==> config.mk <==
export PLATFORM = sky130hd
export DESIGN_NAME = vendTop
export DESIGN_NICKNAME = d
export VERILOG_FILES = /design/src/hdl/vendPkg.sv /design/src/hdl/segPkg.sv /design/src/hdl/segIf.sv /design/src/hdl/inputSync.sv /design/src/hdl/vendControl.sv /design/src/hdl/amountEncoder.sv /design/src/hdl/digitScan.sv /design/src/hdl/vendTop.sv
export SDC_FILE = /design/constraint.sdc
export NUM_CORES = 1
export LEC_CHECK = 0
export BUFFER_PORTS_ARGS = -buffer_cell sky130_fd_sc_hd__buf_2
export CELL_PAD_IN_SITES_DETAIL_PLACEMENT = 0
export CELL_PAD_IN_SITES_GLOBAL_PLACEMENT = 2
export CORE_MARGIN = 3
export CORE_UTILIZATION = 31
export CTS_CLUSTER_DIAMETER = 120
export DETAILED_ROUTE_END_ITERATION = 12
export PLACE_DENSITY_LB_ADDON = 0.1
export SYNTH_ARGS = -nofsm -noshare
export SYNTH_HDL_FRONTEND = slang
export SYNTH_SLANG_ARGS = --single-unit
==> constraint.sdc <==
create_clock -name A1 -period 12.1 [get_ports A1]
set_input_delay 0 -clock A1 [delete_from_list [all_inputs] [get_ports A1]]
set_output_delay 0 -clock A1 [all_outputs]
set_load 0.03 [all_outputs]
==> src/hdl/vendPkg.sv <==
`default_nettype none

package vendPkg;

    typedef logic [9:0] centsT;     // money in cents, covers the 500 cap plus one coin
    typedef logic [8:0] itemVecT;   // one bit per item slot
    typedef logic [5:0] coinVecT;   // one bit per coin denomination

    localparam int itemCount = 9;   // slots A1..C3, index 0..8
    localparam int coinCount = 6;

    // coin values, index 0 is the nickel
    localparam centsT coinValue [0:coinCount-1] = '{
        10'd5,                      // nickel
        10'd10,                     // dime
        10'd25,                     // quarter
        10'd50,                     // half dollar
        10'd100,                    // dollar
        10'd500                     // five dollar bill
    };

    localparam centsT maxCredit = 10'd500;  // coins that would pass this are refused

    // price per slot, zero marks an empty slot
    localparam centsT itemPrice [0:itemCount-1] = '{
        10'd100,                    // A1
        10'd0,                      // A2, out of stock
        10'd125,                    // A3
        10'd175,                    // B1
        10'd225,                    // B2
        10'd250,                    // B3
        10'd100,                    // C1
        10'd325,                    // C2
        10'd375                     // C3
    };

endpackage

`default_nettype wire

==> src/hdl/segPkg.sv <==
`default_nettype none

package segPkg;

    typedef logic [7:0] segT;       // g..a in bits 7..1, point in bit 0, active low
    typedef logic [3:0] anodeT;     // digit enables, active low

    localparam int digitCount = 4;

    // glyphs for 0..9, point off
    localparam segT segDigit [0:9] = '{
        8'b10000001,                // 0
        8'b11110011,                // 1
        8'b01001001,                // 2
        8'b01100001,                // 3
        8'b00110011,                // 4
        8'b00100101,                // 5
        8'b00000101,                // 6
        8'b11110001,                // 7
        8'b00000001,                // 8
        8'b00100001                 // 9
    };

    localparam segT segMinus     = 8'b01111111;  // only the middle bar lit
    localparam segT segPointMask = 8'b11111110;  // and-ing pulls the point low, lighting it

    // anode pattern per digit position, digit 0 is the rightmost
    localparam anodeT anodeSel [0:digitCount-1] = '{4'b1110, 4'b1101, 4'b1011, 4'b0111};

endpackage

`default_nettype wire

==> src/hdl/segIf.sv <==
`timescale 1ns/1ps
`default_nettype none

interface segIf import segPkg::*; ();

    segT digit0;    // cents ones
    segT digit1;    // cents tens
    segT digit2;    // dollars, may carry the point
    segT digit3;    // sign position

    modport encoder (
        output digit0, digit1, digit2, digit3
    );

    modport scanner (
        input digit0, digit1, digit2, digit3
    );

endinterface

`default_nettype wire

==> src/hdl/inputSync.sv <==
`timescale 1ns/1ps
`default_nettype none

module inputSync import vendPkg::*; (
    input  wire logic                           A1,
    input  wire logic                           A2,
    input  wire itemVecT                        itemBtn,
    input  wire coinVecT                        coinBtn,
    input  wire logic                           cancelBtn,
    output logic                                itemEvt,
    output logic [$clog2(itemCount)-1:0]        itemIdx,
    output logic                                coinEvt,
    output logic [$clog2(coinCount)-1:0]        coinIdx,
    output logic                                cancelEvt
);

    localparam int btnBits = itemCount + coinCount + 1;  // cancel sits in the top bit

    logic [btnBits-1:0] meta;       // first sync stage
    logic [btnBits-1:0] sync;       // second sync stage
    logic [btnBits-1:0] prev;       // last synced sample for edge detect
    logic [btnBits-1:0] rise;

    logic                               cancelRise;
    logic                               anyCoin;
    logic                               anyItem;
    logic [$clog2(itemCount)-1:0]       itemPick;
    logic [$clog2(coinCount)-1:0]       coinPick;

    always_ff @(posedge A1 or posedge A2) begin
        if (A2) begin
            meta <= '0;
            sync <= '0;
            prev <= '0;
        end else begin
            meta <= {cancelBtn, coinBtn, itemBtn};
            sync <= meta;
            prev <= sync;
        end
    end

    assign rise       = sync & ~prev;                           // one cycle per press
    assign cancelRise = rise[btnBits-1];
    assign anyCoin    = |rise[itemCount +: coinCount];
    assign anyItem    = |rise[0 +: itemCount];

    // scan downwards so the lowest set bit is the last one written
    always_comb begin
        itemPick = '0;
        coinPick = '0;
        for (int i = itemCount - 1; i >= 0; i--) begin
            if (rise[i]) itemPick = i[$clog2(itemCount)-1:0];
        end
        for (int i = coinCount - 1; i >= 0; i--) begin
            if (rise[itemCount + i]) coinPick = i[$clog2(coinCount)-1:0];
        end
    end

    always_ff @(posedge A1 or posedge A2) begin
        if (A2) begin
            cancelEvt <= 1'b0;
            coinEvt   <= 1'b0;
            itemEvt   <= 1'b0;
            coinIdx   <= '0;
            itemIdx   <= '0;
        end else begin
            cancelEvt <= cancelRise;                            // cancel beats everything
            coinEvt   <= anyCoin & ~cancelRise;
            itemEvt   <= anyItem & ~anyCoin & ~cancelRise;      // losers are dropped
            coinIdx   <= coinPick;
            itemIdx   <= itemPick;
        end
    end

endmodule

`default_nettype wire

==> src/hdl/vendControl.sv <==
`timescale 1ns/1ps
`default_nettype none

module vendControl import vendPkg::*; (
    input  wire logic                           A1,
    input  wire logic                           A2,
    input  wire logic                           itemEvt,
    input  wire logic [$clog2(itemCount)-1:0]   itemIdx,
    input  wire logic                           coinEvt,
    input  wire logic [$clog2(coinCount)-1:0]   coinIdx,
    input  wire logic                           cancelEvt,
    output centsT                               dispAmount,
    output logic                                dispNegative,
    output logic                                dispPoint,
    output itemVecT                             gLed,
    output itemVecT                             rLed,
    output itemVecT                             dLed
);

    centsT credit;      // money inserted so far
    centsT coinSum;     // credit if the current coin were taken
    centsT price;       // price of the pressed slot

    assign coinSum = credit + coinValue[coinIdx];   // at most 1000, no wrap
    assign price   = itemPrice[itemIdx];

    always_ff @(posedge A1 or posedge A2) begin
        if (A2) begin
            credit       <= '0;
            dLed         <= '0;
            dispAmount   <= '0;
            dispNegative <= 1'b0;
            dispPoint    <= 1'b0;
        end else if (cancelEvt) begin
            credit       <= '0;                     // drop credit and vend lamps
            dLed         <= '0;
            dispAmount   <= '0;
            dispNegative <= 1'b0;
            dispPoint    <= 1'b0;                   // plain 0000
        end else if (coinEvt) begin
            if (coinSum <= maxCredit) begin
                credit       <= coinSum;
                dLed         <= '0;                 // new purchase starts
                dispAmount   <= coinSum;
                dispNegative <= 1'b0;
                dispPoint    <= 1'b1;
            end
            // over the cap, coin is refused and state holds
        end else if (itemEvt) begin
            dispPoint    <= 1'b1;                   // every item response is money
            dispNegative <= 1'b0;
            if (credit == '0) begin
                dispAmount <= price;                // price check only
            end else if (price == '0) begin
                dispAmount <= '0;                   // empty slot
            end else if (credit >= price) begin
                dispAmount <= credit - price;       // change due
                dLed       <= itemVecT'(1) << itemIdx;
                credit     <= '0;
            end else begin
                dispAmount   <= price - credit;     // still owed
                dispNegative <= 1'b1;
            end
        end
    end

    // lamps follow credit and the fixed price table
    always_comb begin
        for (int i = 0; i < itemCount; i++) begin
            gLed[i] = (credit >= itemPrice[i]) && (itemPrice[i] != '0);
            rLed[i] = (itemPrice[i] == '0);
        end
    end

endmodule

`default_nettype wire

==> src/hdl/amountEncoder.sv <==
`timescale 1ns/1ps
`default_nettype none

module amountEncoder import vendPkg::*, segPkg::*; (
    input  wire centsT  dispAmount,
    input  wire logic   dispNegative,
    input  wire logic   dispPoint,
    segIf.encoder       segBus
);

    localparam int bcdDigits = 3;               // digit 3 is sign only

    logic [4*bcdDigits-1:0] bcd;                // ones, tens, hundreds of cents
    segT                    hundredsSeg;

    // shift-and-add-three, one input bit per pass, msb first
    always_comb begin
        bcd = '0;
        for (int i = $bits(centsT) - 1; i >= 0; i--) begin
            for (int d = 0; d < bcdDigits; d++) begin
                if (bcd[4*d +: 4] >= 4'd5) begin
                    bcd[4*d +: 4] = bcd[4*d +: 4] + 4'd3;   // pre-correct before doubling
                end
            end
            bcd = {bcd[4*bcdDigits-2:0], dispAmount[i]};
        end
    end

    assign hundredsSeg = segDigit[bcd[11:8]];

    assign segBus.digit0 = segDigit[bcd[3:0]];
    assign segBus.digit1 = segDigit[bcd[7:4]];
    assign segBus.digit2 = dispPoint ? (hundredsSeg & segPointMask) : hundredsSeg;  // dollar point
    assign segBus.digit3 = dispNegative ? segMinus : segDigit[0];

endmodule

`default_nettype wire

==> src/hdl/digitScan.sv <==
`timescale 1ns/1ps
`default_nettype none

module digitScan import segPkg::*; #(
    parameter int scanDivBits = 17          // digit dwell is 2**scanDivBits clocks
) (
    input  wire logic   A1,
    input  wire logic   A2,
    segIf.scanner       segBus,
    output anodeT       anode,
    output segT         segment
);

    localparam int selBits = $clog2(digitCount);

    logic [scanDivBits+selBits-1:0] divCnt;  // free running, top bits pick the digit
    logic [selBits-1:0]             digitSel;

    always_ff @(posedge A1 or posedge A2) begin
        if (A2) divCnt <= '0;
        else    divCnt <= divCnt + 1'b1;
    end

    assign digitSel = divCnt[scanDivBits +: selBits];
    assign anode    = anodeSel[digitSel];   // same select as segment, so both move together

    always_comb begin
        case (digitSel)
            2'd0:    segment = segBus.digit0;
            2'd1:    segment = segBus.digit1;
            2'd2:    segment = segBus.digit2;
            default: segment = segBus.digit3;
        endcase
    end

endmodule

`default_nettype wire

==> src/hdl/vendTop.sv <==
`timescale 1ns/1ps
`default_nettype none

module vendTop import vendPkg::*, segPkg::*; #(
    parameter int scanDivBits = 17          // shrink in simulation
) (
    input  wire logic       A1,
    input  wire logic       A2,
    input  wire itemVecT    itemBtn,
    input  wire coinVecT    coinBtn,
    input  wire logic       cancelBtn,
    output itemVecT         gLed,
    output itemVecT         rLed,
    output itemVecT         dLed,
    output anodeT           anode,
    output segT             segment
);

    logic                           itemEvt;
    logic [$clog2(itemCount)-1:0]   itemIdx;
    logic                           coinEvt;
    logic [$clog2(coinCount)-1:0]   coinIdx;
    logic                           cancelEvt;

    centsT  dispAmount;
    logic   dispNegative;
    logic   dispPoint;

    segIf segBus ();                        // encoded digits to the scanner

    inputSync u_inputSync (
        .A1         (A1),
        .A2         (A2),
        .itemBtn    (itemBtn),
        .coinBtn    (coinBtn),
        .cancelBtn  (cancelBtn),
        .itemEvt    (itemEvt),
        .itemIdx    (itemIdx),
        .coinEvt    (coinEvt),
        .coinIdx    (coinIdx),
        .cancelEvt  (cancelEvt)
    );

    vendControl u_vendControl (
        .A1           (A1),
        .A2           (A2),
        .itemEvt      (itemEvt),
        .itemIdx      (itemIdx),
        .coinEvt      (coinEvt),
        .coinIdx      (coinIdx),
        .cancelEvt    (cancelEvt),
        .dispAmount   (dispAmount),
        .dispNegative (dispNegative),
        .dispPoint    (dispPoint),
        .gLed         (gLed),
        .rLed         (rLed),
        .dLed         (dLed)
    );

    amountEncoder u_amountEncoder (
        .dispAmount   (dispAmount),
        .dispNegative (dispNegative),
        .dispPoint    (dispPoint),
        .segBus       (segBus.encoder)
    );

    digitScan #(
        .scanDivBits (scanDivBits)
    ) u_digitScan (
        .A1      (A1),
        .A2      (A2),
        .segBus  (segBus.scanner),
        .anode   (anode),
        .segment (segment)
    );

endmodule

`default_nettype wire

# Word level (Yosys, flattened, before mapping)
# Memories as Yosys holds them, arrays and structs flattened.
# Index checks and enable logic that the tools add are counted.
dict set report classes {
  order_cmp 27
  eq_ne 5
  n_reduce_logical 9
  addsub 16
  shift 1
  n_bitwise 13
  muxes 74
}
# cell count
set op_table {}
lappend op_table {{10-bit 2-to-1 mux} 17}
lappend op_table {{4-bit 2-to-1 mux} 22}
lappend op_table {{9-bit 2-to-1 mux} 7}
lappend op_table {{8-bit 2-to-1 mux} 7}
lappend op_table {{4-bit by 2-bit adder with 4-bit output (second input constant)} 9}
lappend op_table {{4-bit by 3-bit >= comparator with 1-bit output (second input constant)} 9}
lappend op_table {{10-bit by 8-bit >= comparator with 1-bit output (second input constant)} 3}
lappend op_table {{8-bit one-hot mux with 3 select lines} 1}
lappend op_table {{3-bit 2-to-1 mux} 7}
lappend op_table {{10-bit by 7-bit >= comparator with 1-bit output (second input constant)} 2}
lappend op_table {{10-bit by 9-bit >= comparator with 1-bit output (second input constant)} 2}
lappend op_table {{5-bit >= comparator (second input constant)} 4}
lappend op_table {{10-bit zero test} 2}
lappend op_table {{4-bit NOT with 5-bit output} 4}
lappend op_table {{10-bit subtractor} 2}
lappend op_table {{19-bit by 1-bit adder with 19-bit output (second input constant)} 1}
lappend op_table {{16-bit bitwise AND} 1}
lappend op_table {{16-bit NOT} 1}
lappend op_table {{3-bit >= comparator (second input constant)} 4}
lappend op_table {{1-bit 2-to-1 mux} 12}
lappend op_table {{10-bit adder} 1}
lappend op_table {{10-bit >= comparator} 1}
lappend op_table {{10-bit by 9-bit less-or-equal comparator with 1-bit output (second input constant)} 1}
lappend op_table {{9-bit OR reduction} 1}
lappend op_table {{other kinds (18)} 24}
dict set report word_totals {
  inputBits 18
  wordCells 164
  regBits 108
  memories 5
  mem_bits_ro 624
}
# memory depth width rd rd_ports_with_merged_regs write_ports line
set mem_list {}
lappend mem_list {{(no name shown)} 16 10 1 0 0 vendControl.sv:25} ;# assign price = itemPrice[itemIdx];
lappend mem_list {{(no name shown)} 16 8 1 0 0 amountEncoder.sv:29} ;# assign hundredsSeg = segDigit[bcd[11:8]];
lappend mem_list {{(no name shown)} 16 8 1 0 0 amountEncoder.sv:31} ;# assign segBus.digit0 = segDigit[bcd[3:0]];
lappend mem_list {{(no name shown)} 16 8 1 0 0 amountEncoder.sv:32} ;# assign segBus.digit1 = segDigit[bcd[7:4]];
lappend mem_list {{(no name shown)} 8 10 1 0 0 vendControl.sv:24} ;# assign coinSum = credit + coinValue[coinIdx];

# Longest topological paths before layout
# Gate-level depths: netlist (run 1).
dict set report depth {
  ltp_word 20
  mapped_depth 39
  depth_no_buf 37
}

# Modules after synthesis
# A second synthesis (run 1) with hierarchy kept.
dict set report unflattened {
  hier_cells 938
  area_unflattened_um2 8720.9
}
# mod area_each_um2 seq_area_each_um2 n_inst cells_per_inst
set by_module_without_submodules {}
lappend by_module_without_submodules {vendControl 3308.2 775.7 1 411}
lappend by_module_without_submodules {amountEncoder 2573.7 0.0 1 342}
lappend by_module_without_submodules {inputSync 1786.7 1451.4 1 103}
lappend by_module_without_submodules {digitScan 1052.3 475.5 1 82}

# Worst setup path after synthesis (run 1)
# OpenSTA, ideal clock, no wires.
dict set report synth_timing {
  path_kind {reg-to-output}
  startpoint {register u_vendControl.dispAmount[8]}
  endpoint {output segment[2]}
  slack_ns 4.564
  stages_incl_launch_ff 37
  t_required_ns 12.100
  arrival_ns 7.536
  cell_sequence {dfrtp_1 > inv_1 > ha_1 > o21ai_1 > xnor2_2 > ha_1 > nand2b_1 > a32oi_4 > xnor2_1 > ha_1 > nor2b_1 > clkbuf_1 > nor2_1 > mux2i_1 > inv_1 > ha_1 > a31oi_1 > mux2i_1 > a2111oi_0 > nor3_1 > nand2_1 > ha_1 > a31oi_1 > a221oi_1 > nand4bb_1 > and3_1 > or2_1 > clkbuf_1 > inv_1 > ha_1 > nand2b_1 > inv_1 > nor3_1 > or2_2 > ha_1 > inv_1 > o311ai_1}
}
dict set report synth_between {
  elab_chain_cells 19
  elab_cells_between_ends 49
  cone_classes {add/sub (12); order compare (12); mux (19); bitwise (3); memory (3)}
}
# element line
set synth_rtl {}
lappend synth_rtl {{start: declaration} vendControl.sv:12} ;# output centsT dispAmount,
lappend synth_rtl {{start signal: assignment} vendControl.sv:44} ;# dispAmount <= coinSum;
lappend synth_rtl {{start signal: assignment} vendControl.sv:53} ;# dispAmount <= price;
lappend synth_rtl {{start signal: assignment} vendControl.sv:57} ;# dispAmount <= credit - price;
lappend synth_rtl {{3-bit by 2-bit adder with 4-bit output or 3-bit >= comparator (tied branches)} {amountEncoder.sv:22, amountEncoder.sv:21}}
lappend synth_rtl {{4-bit 2-to-1 mux (*)} amountEncoder.sv:21} ;# if (bcd[4*d +: 4] >= 4'd5) begin
lappend synth_rtl {{4-bit by 2-bit adder with 4-bit output or 4-bit by 3-bit >= comparator with 1-bit output (tied branches)} {amountEncoder.sv:22, amountEncoder.sv:21}}
lappend synth_rtl {{4-bit 2-to-1 mux} amountEncoder.sv:21}
lappend synth_rtl {{4-bit by 3-bit >= comparator with 1-bit output or 4-bit by 2-bit adder with 4-bit output (tied branches)} {amountEncoder.sv:21, amountEncoder.sv:22}}
lappend synth_rtl {{4-bit 2-to-1 mux} amountEncoder.sv:21}
lappend synth_rtl {{4-bit by 2-bit adder with 4-bit output (tied with other cells)} amountEncoder.sv:22} ;# bcd[4*d +: 4] = bcd[4*d +: 4] + 4'd3;
lappend synth_rtl {{4-bit 2-to-1 mux} amountEncoder.sv:21}
lappend synth_rtl {{[2 not listed]} n/a}
lappend synth_rtl {{4-bit by 2-bit adder with 4-bit output or 4-bit by 3-bit >= comparator with 1-bit output (tied branches)} {amountEncoder.sv:22, amountEncoder.sv:21}}
lappend synth_rtl {{4-bit 2-to-1 mux} amountEncoder.sv:21}
lappend synth_rtl {{4-bit by 2-bit adder with 4-bit output (tied with other cells)} amountEncoder.sv:22}
lappend synth_rtl {{4-bit 2-to-1 mux or 3-bit 2-to-1 mux (tied branches)} amountEncoder.sv:21}
lappend synth_rtl {{4-bit NOT with 5-bit output (on tied branches)} {amountEncoder.sv:29, amountEncoder.sv:31, amountEncoder.sv:32}}
lappend synth_rtl {{memory read 16 x 8 bit (on tied branches)} n/a}
lappend synth_rtl {{8-bit 2-to-1 mux (on tied branches) (2 in series)} {amountEncoder.sv:29, amountEncoder.sv:31, amountEncoder.sv:32}}
lappend synth_rtl {{8-bit one-hot mux with 3 select lines (*)} digitScan.sv:28} ;# case (digitSel)
lappend synth_rtl {{end: declaration} vendTop.sv:16} ;# output segT segment
# Every way passes the cells marked *; elsewhere a longest branch is shown, timed or not. The select of a mux whose other input is x is not followed.

# Worst setup path in the final report (run 1)
dict set report layout_timing {
  startpoint {register u_vendControl.dispAmount[8]}
  endpoint {output segment[7]}
}
# The elaborated chain is that of the path after synthesis.

==> run_results.csv, run 1 <==
group,metric,value,unit
outcome,outcome,"finished, final reports clean",
synth,synthMuxAreaShare,3.942,%
placed_design,hpwl,15.55,mm
floorplan,initial_core_util,31.54,%
critical_path,path_common_cell,"ha_1",
clocking,h-tree-depth,3,
critical_path,reg2reg_slack,7140,ps
critical_path,critPathKind,"reg2out",
synth,yosysWarnings,0,
run,drv_cap,0,
sta,finClkSkew,6.923,ps
sta,rsz0062_at_grt,"no",
floorplan,die-height,166.3,um
detailed_routing,highest_layer,"met4",
finish,area.growth.synth_to_final,11.87,%
critical_path,setup.worst_path.end,"segment[7]",
critical_path,worst_path_max_delay_cell,"nor2b_1",
synth,yosysUniqueCellTypes,91,
finish,stdcell_area,8912,um^2
sta,drv_slew,0,
sta,worst_pin_slew,1116,ps
critical_path,critPathLaunchType,"register",
synth,syn-instance-count,899,
clocking,numClockSinks,108,
synth,avgSynthCellArea,8.861,um^2
global_route,track_usage,14.43,%
synth,synth_largest_area_cell,"dfrtp_1",
detailed_routing,first_pass_iters,4,
clocking,clk_path_buf_depth,2,
synth,yosysTopAreaCellShare,33.92,%
synth,synth_edf_count,0,
detailed_routing,wl_met2,9.929,mm
global_route,grt_pass1_vias,6542,
detailed_routing,wl_met3,458,um
global_route,overflow,0,
synth,ys.flop_type,"dfrtp_1",
detailed_routing,wl_met1,9.070,mm
detailed_routing,drt_wl_total,19.72,mm
sta,hold_viol,0,
critical_path,cp.required,12100,ps
floorplan,dieArea,27660,um^2
sta,fin_crit,8943,ps
detailed_routing,vias,6459,
placed_design,routabilityCongestion,0.8120,
critical_path,critPathCaptureType,"output pin",
global_route,grt_max_degree,71,
finish,drive_gt1_share,11.95,%
sta,max_freq,0.1118,GHz
finish,fillCellCount,2656,
sta,max_slew_margin,25.58,%
critical_path,ff2ff_path_depth,16,
finish,nets,1022,
sta,finalCritPeriodShare,73.91,%
synth,async_flop_share,100.0,%
detailed_routing,drtIter0Drc,282,
detailed_routing,wire_per_inst,15.45,um
clocking,cts_resized,0,
synth,synth_fa_ha_area_share,10.18,%
synth,synth_top_family_by_area,"compound AO/OA/AOI/OAI gates",
synth,synth.area.top_cells,"dfrtp_1 (34%), ha_1 (9.4%), nand2_1 (4.3%), o21ai_0 (3.6%), xnor2_1 (3.2%)",
critical_path,arrival,8940,ps
synth,synth-simple-area-share,19.13,%
finish,antenna_cells,0,
critical_path,reg2reg_to,"u_vendControl.dLed[8]",
global_route,grt_pass1_wl,33.31,mm
synth,ys_seq_area_share,33.92,%
clocking,root_buffer,"clkbuf_16",
synth,synthXorXnorAreaFrac,5.057,%
sta,setup_tns,0,ps
detailed_routing,viasPerCell,5.062,
placed_design,portBuffers,46,
floorplan,core,25250,um^2
floorplan,die-width,166.3,um
clocking,clk_pin_slew,80,ps
placed_design,place_area,8438,um^2
clocking,cts_buffers,9,
critical_path,cp_slowest_stage_delay,650,ps
synth,netlist_area,7966,um^2
critical_path,reg2reg_from,"u_inputSync.coinIdx[0]",
synth,synth_seq_cells,108,
detailed_routing,ant_nets,0,
detailed_routing,drc,0,
critical_path,crit_start,"u_vendControl.dispAmount[8]",
synth,synth_compound_area_share,21.85,%
sta,setup_viol,0,
clocking,clk_latency,350,ps
critical_path,worstPathMaxFanout,9,
floorplan,rows,58,
clocking,tritoncts,"built",
floorplan,io_pins,57,
hold_path,hold_class,"in2async",
global_route,antenna_found_initial,0,
-- logic make-up after synthesis --
kind of cell,Yosys count
and+or+nand+nor,307
muxes,29
AOI/OAI and AO/OA,240
adders and majority gates,63
xor gates and xnor gates,43
buffers and inverters,107
other,2
DFF,108
-- routing by layer --
metal | GRT usage [%] | vias to the layer above
met5 | 0 | -
met2 | 25.57 | 105
met4 | 3.910 | 0
met3 | 1.857 | 15
met1 | 18.61 | 3104
li1 | - | 3235
-- sequential cells by signal, summed over array words and instances, names as in the netlist, 3 cells and up --
| name | count |
|---|---|
| u_inputSync.prev | 16 |
| u_vendControl.credit | 10 |
| u_vendControl.dispAmount | 10 |
| u_inputSync.sync | 16 |
| u_inputSync.itemIdx | 4 |
| u_vendControl.dLed | 9 |
| u_inputSync.coinIdx | 3 |
| u_inputSync.meta | 16 |
| u_digitScan.divCnt | 19 |
-- metrics by stage --
stage                     instances  util, %  setup slack, ps  hold WS [ps]
after detailed placement       1243    33.41             3535         75.26
final                          1276    35.29             3157         224.9
after floorplan                 907        -             4564         31.43
after global placement         1243    33.41             3999         64.45
after global routing           1276    35.29             2206         255.7
after CTS                      1276    35.29             3111         223.4
-- repair_timing --
action | CTS | global route
hold buffers | 17 | 0
setup buffers | 0 | 0
endpoints found under the hold margin | 54 | 0
endpoints found under the setup margin | 0 | 0
-- layout by cell type (no fill, tap or decap), types with 7 or more instances in the layout --
| master | netlist | layout |
|---|---|---|
| or2_2 | 7 | 7 |
| nand2b_1 | 20 | 20 |
| dfrtp_1 | 108 | 108 |
| nor3_1 | 22 | 22 |
| or3_1 | 7 | 7 |
| o21ai_0 | 57 | 57 |
| buf_2 | 4 | 46 |
| and2_1 | 11 | 11 |
| nor2b_1 | 19 | 19 |
| a21o_1 | 20 | 20 |
| o211ai_1 | 8 | 8 |
| dlygate4sd3_1 | 0 | 17 |
| conb_1 | 2 | 10 |
| inv_1 | 64 | 63 |
| nand4_1 | 10 | 10 |
| ha_1 | 60 | 60 |
| xnor2_1 | 29 | 29 |
| nor2_1 | 66 | 66 |
| a21oi_1 | 48 | 48 |
| xor2_1 | 12 | 12 |
| nand2_1 | 91 | 91 |
| nand3_1 | 26 | 26 |
| clkbuf_16 | 0 | 9 |
| o21bai_1 | 12 | 12 |
| mux2_2 | 11 | 11 |
| mux2i_1 | 16 | 16 |
-- worst min-delay path by stage --
stage	end	cells after the start	start
5_1_grt	u_digitScan.divCnt[2]	3	A2
2_1_floorplan	u_inputSync.meta[0]	0	itemBtn[0]
3_3_place_gp	u_digitScan.divCnt[0]	2	A2
6_report	u_digitScan.divCnt[5]	3	A2
3_5_place_dp	u_digitScan.divCnt[2]	2	A2
4_1_cts	u_digitScan.divCnt[5]	3	A2
-- synth_stat cells (all sizes together), types with 11 or more instances --
library cell,count
nand3,27
xor2,12
o21bai,12
mux2,13
nor2b,19
nor2,66
a21o,21
a21oi,48
inv,64
nor3,23
nand2b,20
nand2,92
buf,18
ha,60
clkbuf,24
o21ai,61
mux2i,16
dfrtp,108
and2,11
xnor2,31
-- final cells by class --
cell class	count	area (um^2)	share of cell area [%]
Timing Repair Buffer	65	415.4	4.661
Tap cell	330	412.9	4.633
Multi-Input combinational cell	692	4830	54.19
Clock buffer	9	225.2	2.527
Inverter	65	247.7	2.780
Clock inverter	7	78.83	0.8845
Sequential cell	108	2703	30.32
-- critical path, delay by kind of cell, from the launching register on --
family	cells	cell delay, ps
compound gates	11	2690
simple gates	10	1790
fa+ha+maj	7	1780
xor+xnor	3	910
buf+inv	5	540
flops	1	460
mux	2	410
Power of run 1 is not shown: default switching activity piles up to over one toggle a cycle in this logic, so the estimate is an artifact.
==> run 2: changes to the inputs <==
==> constraint.sdc (replaced) <==
create_clock -name A1 -period 8.6 [get_ports A1]
set_input_delay 0 -clock A1 [delete_from_list [all_inputs] [get_ports A1]]
set_output_delay 0 -clock A1 [all_outputs]
set_load 0.03 [all_outputs]
==> run 2 against run 1 <==
Compared with the run above:
- critical endpoint unchanged
- sequential share of layout area down 0.33 points
- highest routed layer unchanged
- non-clock buffer count is 6 higher
- worst setup slack worse by 2500 ps
==> run_results.csv, run 2 (synthesis gave the netlist of run 1 again) <==
group,metric,value,unit
outcome,outcome,"finished, final reports clean",
global_route,antenna_found_initial,0,
finish,layout_common_cells,"dfrtp_1 (107), nand2_1 (91), nor2_1 (66)",
critical_path,reg2reg_to,"u_vendControl.dLed[8]",
finish,layout_commonest_cell,"dfrtp_1",
detailed_routing,wire_per_inst,15.55,um
detailed_routing,highest_layer,"met4",
critical_path,worst_path_max_delay_cell,"dfrtp_2",
detailed_routing,viasPerCell,5.098,
sta,max_slew_margin,31.19,%
finish,top_register,"u_digitScan.divCnt",
floorplan,die-height,166.3,um
critical_path,ff2ff_path_depth,17,
floorplan,initial_core_util,31.54,%
detailed_routing,wl_met1,9.146,mm
clocking,numClockSinks,108,
critical_path,critPathLaunchType,"register",
critical_path,critPathCaptureType,"output pin",
run,drv_cap,0,
detailed_routing,wl_met2,10.07,mm
sta,worst_pin_slew,1030,ps
critical_path,path_common_cell,"ha_1",
placed_design,hpwl,15.46,mm
critical_path,arrival,7960,ps
critical_path,worstPathMaxFanout,9,
finish,drive_gt1_share,13.66,%
clocking,h-tree-depth,3,
critical_path,cp.required,8600,ps
global_route,grt_pass1_wl,32.94,mm
sta,finalCritPeriodShare,92.54,%
clocking,cts_buffers,9,
floorplan,rows,58,
floorplan,dieArea,27660,um^2
finish,largest_register_ffs,19,
floorplan,core,25250,um^2
sta,fin_crit,7958,ps
sta,max_freq,0.1257,GHz
detailed_routing,vias,6535,
critical_path,critPathKind,"reg2out",
detailed_routing,drt_wl_total,19.94,mm
hold_path,hold_class,"in2async",
clocking,root_buffer,"clkbuf_16",
sta,setup_tns,0,ps
detailed_routing,drc,0,
floorplan,die-width,166.3,um
finish,area.growth.synth_to_final,13.15,%
critical_path,reg2reg_from,"u_inputSync.coinIdx[0]",
global_route,overflow,0,
detailed_routing,ant_nets,0,
clocking,clk_latency,350,ps
critical_path,cp_slowest_stage_delay,460,ps
clocking,clk_path_buf_depth,2,
finish,antenna_cells,0,
critical_path,setup.worst_path.end,"segment[7]",
critical_path,reg2reg_slack,3630,ps
sta,setup_viol,0,
placed_design,portBuffers,46,
global_route,track_usage,14.28,%
sta,finClkSkew,7.081,ps
placed_design,routabilityCongestion,0.8368,
clocking,tritoncts,"built",
finish,nets,1028,
global_route,grt_pass1_vias,6506,
sta,drv_slew,0,
detailed_routing,drtIter0Drc,270,
sta,hold_viol,0,
critical_path,crit_start,"u_vendControl.dispAmount[8]",
detailed_routing,first_pass_iters,4,
clocking,clk_pin_slew,80,ps
floorplan,io_pins,57,
global_route,grt_max_degree,73,
detailed_routing,wl_met3,477,um
## run 2: stage by stage
step	cell area [um^2]	util, %	hold slack, ps	std cells	worst slack [ps]
after floorplan	7996	-	31.43	907	1064
after global placement	8453	33.47	51.01	1245	804.3
after detailed placement	8453	33.47	66.35	1245	370.2
after CTS	8950	35.44	218.2	1281	59.42
after global routing	9014	35.69	251.0	1282	-9.591
final	9014	35.69	210.0	1282	641.7
## run 2: timing repair
item,4_1_cts,5_1_grt
hold buffers,17,0
endpoints found under the hold margin,52,0
endpoints found under the setup margin,1,7
buffers inserted,3,1
pin swaps,1,1
gates resized for setup,0,13
## run 2: layout make-up
class,count,area (um^2)
fillers,2586,16240
flip-flops and latches,108,2704
clock inverters,7,78.83
well taps,330,412.9
inverters,65,247.7
repair buffers,71,460.4
multi-input cells,692,4885
clock buffers,9,225.2
## run 2: how the worst min path moves through the flow
stage | startpoint | end | slack, ps | cells past startpoint
floorplan | itemBtn[0] | u_inputSync.meta[0] | 30 | 0
global placement | A2 | u_digitScan.divCnt[0] | 50 | 2
detailed placement | A2 | u_digitScan.divCnt[3] | 70 | 2
CTS | A2 | u_digitScan.divCnt[0] | 220 | 3
global route | A2 | u_digitScan.divCnt[1] | 250 | 3
finish | A2 | u_digitScan.divCnt[8] | 210 | 3
## run 2: worst max-delay path: cells and delay by family (launching register included)
family	cells	cell delay, ps
and+or+nand+nor	12	1790
buffers and inverters	7	850
muxes	2	390
xor gates and xnor gates	2	370
adders and majority gates	7	1590
AOI/OAI and AO/OA	10	2170
DFF	1	460
## run 2: metal layers
metal	GRT usage (%)	vias to the layer above
li1	-	3247
met2	25.66	109
met1	18.28	3163
met4	3.587	0
met3	1.761	16
met5	0	-
Power of run 2 is left out for the same reason.
==> run 3: changes to the inputs <==
--- a/config.mk
+++ b/config.mk
@@ -13,6 +13,7 @@
 export CTS_CLUSTER_DIAMETER = 120
 export DETAILED_ROUTE_END_ITERATION = 12
 export PLACE_DENSITY_LB_ADDON = 0.1
+export SKIP_LAST_GASP = 1
 export SYNTH_ARGS = -nofsm -noshare
 export SYNTH_HDL_FRONTEND = slang
 export SYNTH_SLANG_ARGS = --single-unit
==> constraint.sdc (replaced) <==
create_clock -name A1 -period 8.6 [get_ports A1]
set_input_delay 0 -clock A1 [delete_from_list [all_inputs] [get_ports A1]]
set_output_delay 0 -clock A1 [all_outputs]
set_load 0.01 [all_outputs]
==> run 3 against run 2 <==
Compared with the run above:
- die area unchanged
- worst setup slack gained 36 ps
- global-route usage hardly changed
==> run_results.csv, run 3 (synthesis gave the netlist of run 1 again) <==
group,metric,value,unit
outcome,outcome,"finished, final reports clean",
clocking,tritoncts,"built",
sta,drv_slew,0,
critical_path,cp.required,8600,ps
critical_path,critPathCaptureType,"output pin",
floorplan,die-width,166.3,um
floorplan,io_pins,57,
floorplan,rows,58,
finish,fillCellCount,2632,
hold_path,hold_class,"in2async",
critical_path,reg2reg_from,"u_inputSync.coinIdx[0]",
detailed_routing,viasPerCell,5.068,
finish,nets,1028,
finish,drive_gt1_share,13.24,%
critical_path,arrival,7920,ps
detailed_routing,ant_nets,0,
critical_path,crit_buf_inv,6,
finish,multiInputGateArea,4860,um^2
sta,finalCritPeriodShare,92.12,%
sta,worst_pin_slew,1034,ps
placed_design,routabilityCongestion,0.8342,
global_route,overflow,0,
clocking,numClockSinks,108,
global_route,track_usage,14.29,%
finish,largest_register_ffs,19,
critical_path,crit_family,"compound AO/OA/AOI/OAI gates",
finish,area.growth.synth_to_final,12.99,%
finish,layout_commonest_cell,"dfrtp_1",
sta,setup_tns,0,ps
clocking,clk_path_buf_depth,2,
clocking,h-tree-depth,3,
floorplan,dieArea,27660,um^2
global_route,grt_pass1_wl,33.11,mm
finish,seqCellArea,2704,um^2
sta,max_slew_margin,30.90,%
critical_path,critPathKind,"reg2out",
sta,max_freq,0.1262,GHz
detailed_routing,wire_per_inst,15.73,um
sta,setup_viol,0,
clocking,cts_buffers,9,
sta,hold_viol,0,
finish,antenna_cells,0,
finish,layout_common_cells,"dfrtp_1 (107), nand2_1 (91), nor2_1 (66)",
global_route,grt_max_degree,73,
detailed_routing,first_pass_iters,5,
floorplan,die-height,166.3,um
floorplan,core,25250,um^2
sta,fin_crit,7922,ps
critical_path,critPathLaunchType,"register",
critical_path,reg2reg_slack,3690,ps
finish,top_register,"u_digitScan.divCnt",
critical_path,reg2reg_to,"u_vendControl.dLed[8]",
detailed_routing,drtIter0Drc,270,
critical_path,cp_slowest_stage_delay,470,ps
clocking,clk_latency,360,ps
detailed_routing,drc,0,
global_route,antenna_found_initial,0,
sta,finClkSkew,7.936,ps
global_route,grt_pass1_vias,6476,
detailed_routing,vias,6497,
placed_design,hpwl,15.48,mm
critical_path,worstPathMaxFanout,9,
clocking,root_buffer,"clkbuf_16",
critical_path,ff2ff_path_depth,16,
clocking,clk_pin_slew,80,ps
detailed_routing,drt_wl_total,20.16,mm
critical_path,path_common_cell,"ha_1",
sta,rsz0062_at_grt,"no",
placed_design,portBuffers,46,
run,drv_cap,0,
floorplan,initial_core_util,31.54,%
critical_path,worst_path_max_delay_cell,"dfrtp_2",
[run 3: final cells by class]
| class | instances | area share [%] |
|---|---|---|
| clock buffers | 9 | 2.502 |
| inverters | 65 | 2.752 |
| well taps | 330 | 4.587 |
| clock inverters | 7 | 1.015 |
| repair buffers | 71 | 5.115 |
| multi-input cells | 692 | 53.99 |
| flip-flops and latches | 108 | 30.04 |
[run 3: repair_timing]
action                     4_1_cts  5_1_grt
gates resized for setup          0        8
setup endpoints to repair        0        7
hold buffers                    17        0
buffers inserted                 0        4
hold endpoints to repair        52        0
[run 3: per-layer routing]
metal / share of wire [%] / GRT usage, % / vias up
met4: 1.2 / 3.443 / 0
li1: - / - / 3249
met5: 0 / 0 / -
met3: 2.7 / 1.881 / 17
met2: 49 / 25.03 / 114
met1: 47 / 18.80 / 3117
[run 3: worst max-delay path by stage]
stage | start | end | slack, ps | cells after the start
2_1_floorplan | u_vendControl.dispAmount[8] | segment[7] | 1340 | 39
6_report | u_vendControl.dispAmount[8] | segment[7] | 680 | 39
4_1_cts | u_vendControl.dispAmount[8] | segment[7] | 10 | 39
3_5_place_dp | u_vendControl.dispAmount[8] | segment[7] | 440 | 39
3_3_place_gp | u_vendControl.dispAmount[8] | segment[7] | 860 | 39
5_1_grt | u_vendControl.dispAmount[8] | segment[7] | 7 | 39
[run 3: worst min-delay path: cells and delay by family]
family / cells / cell delay (ps)
buffers and inverters: 3 / 1010
[run 3: stage by stage]
| stage | hold slack, ps | util, % | instances | cell area [um^2] | setup slack [ps] |
|---|---|---|---|---|---|
| after global placement | 49.97 | 33.47 | 1245 | 8453 | 855.4 |
| final | 209.3 | 35.64 | 1282 | 9001 | 678.0 |
| after floorplan | 31.43 | - | 907 | 7996 | 1339 |
| after global routing | 256.6 | 35.64 | 1282 | 9001 | 7.386 |
| after detailed placement | 65.32 | 33.47 | 1245 | 8453 | 435.8 |
| after CTS | 218.5 | 35.40 | 1278 | 8940 | 12.70 |
Power of run 3 is left out for the same reason.
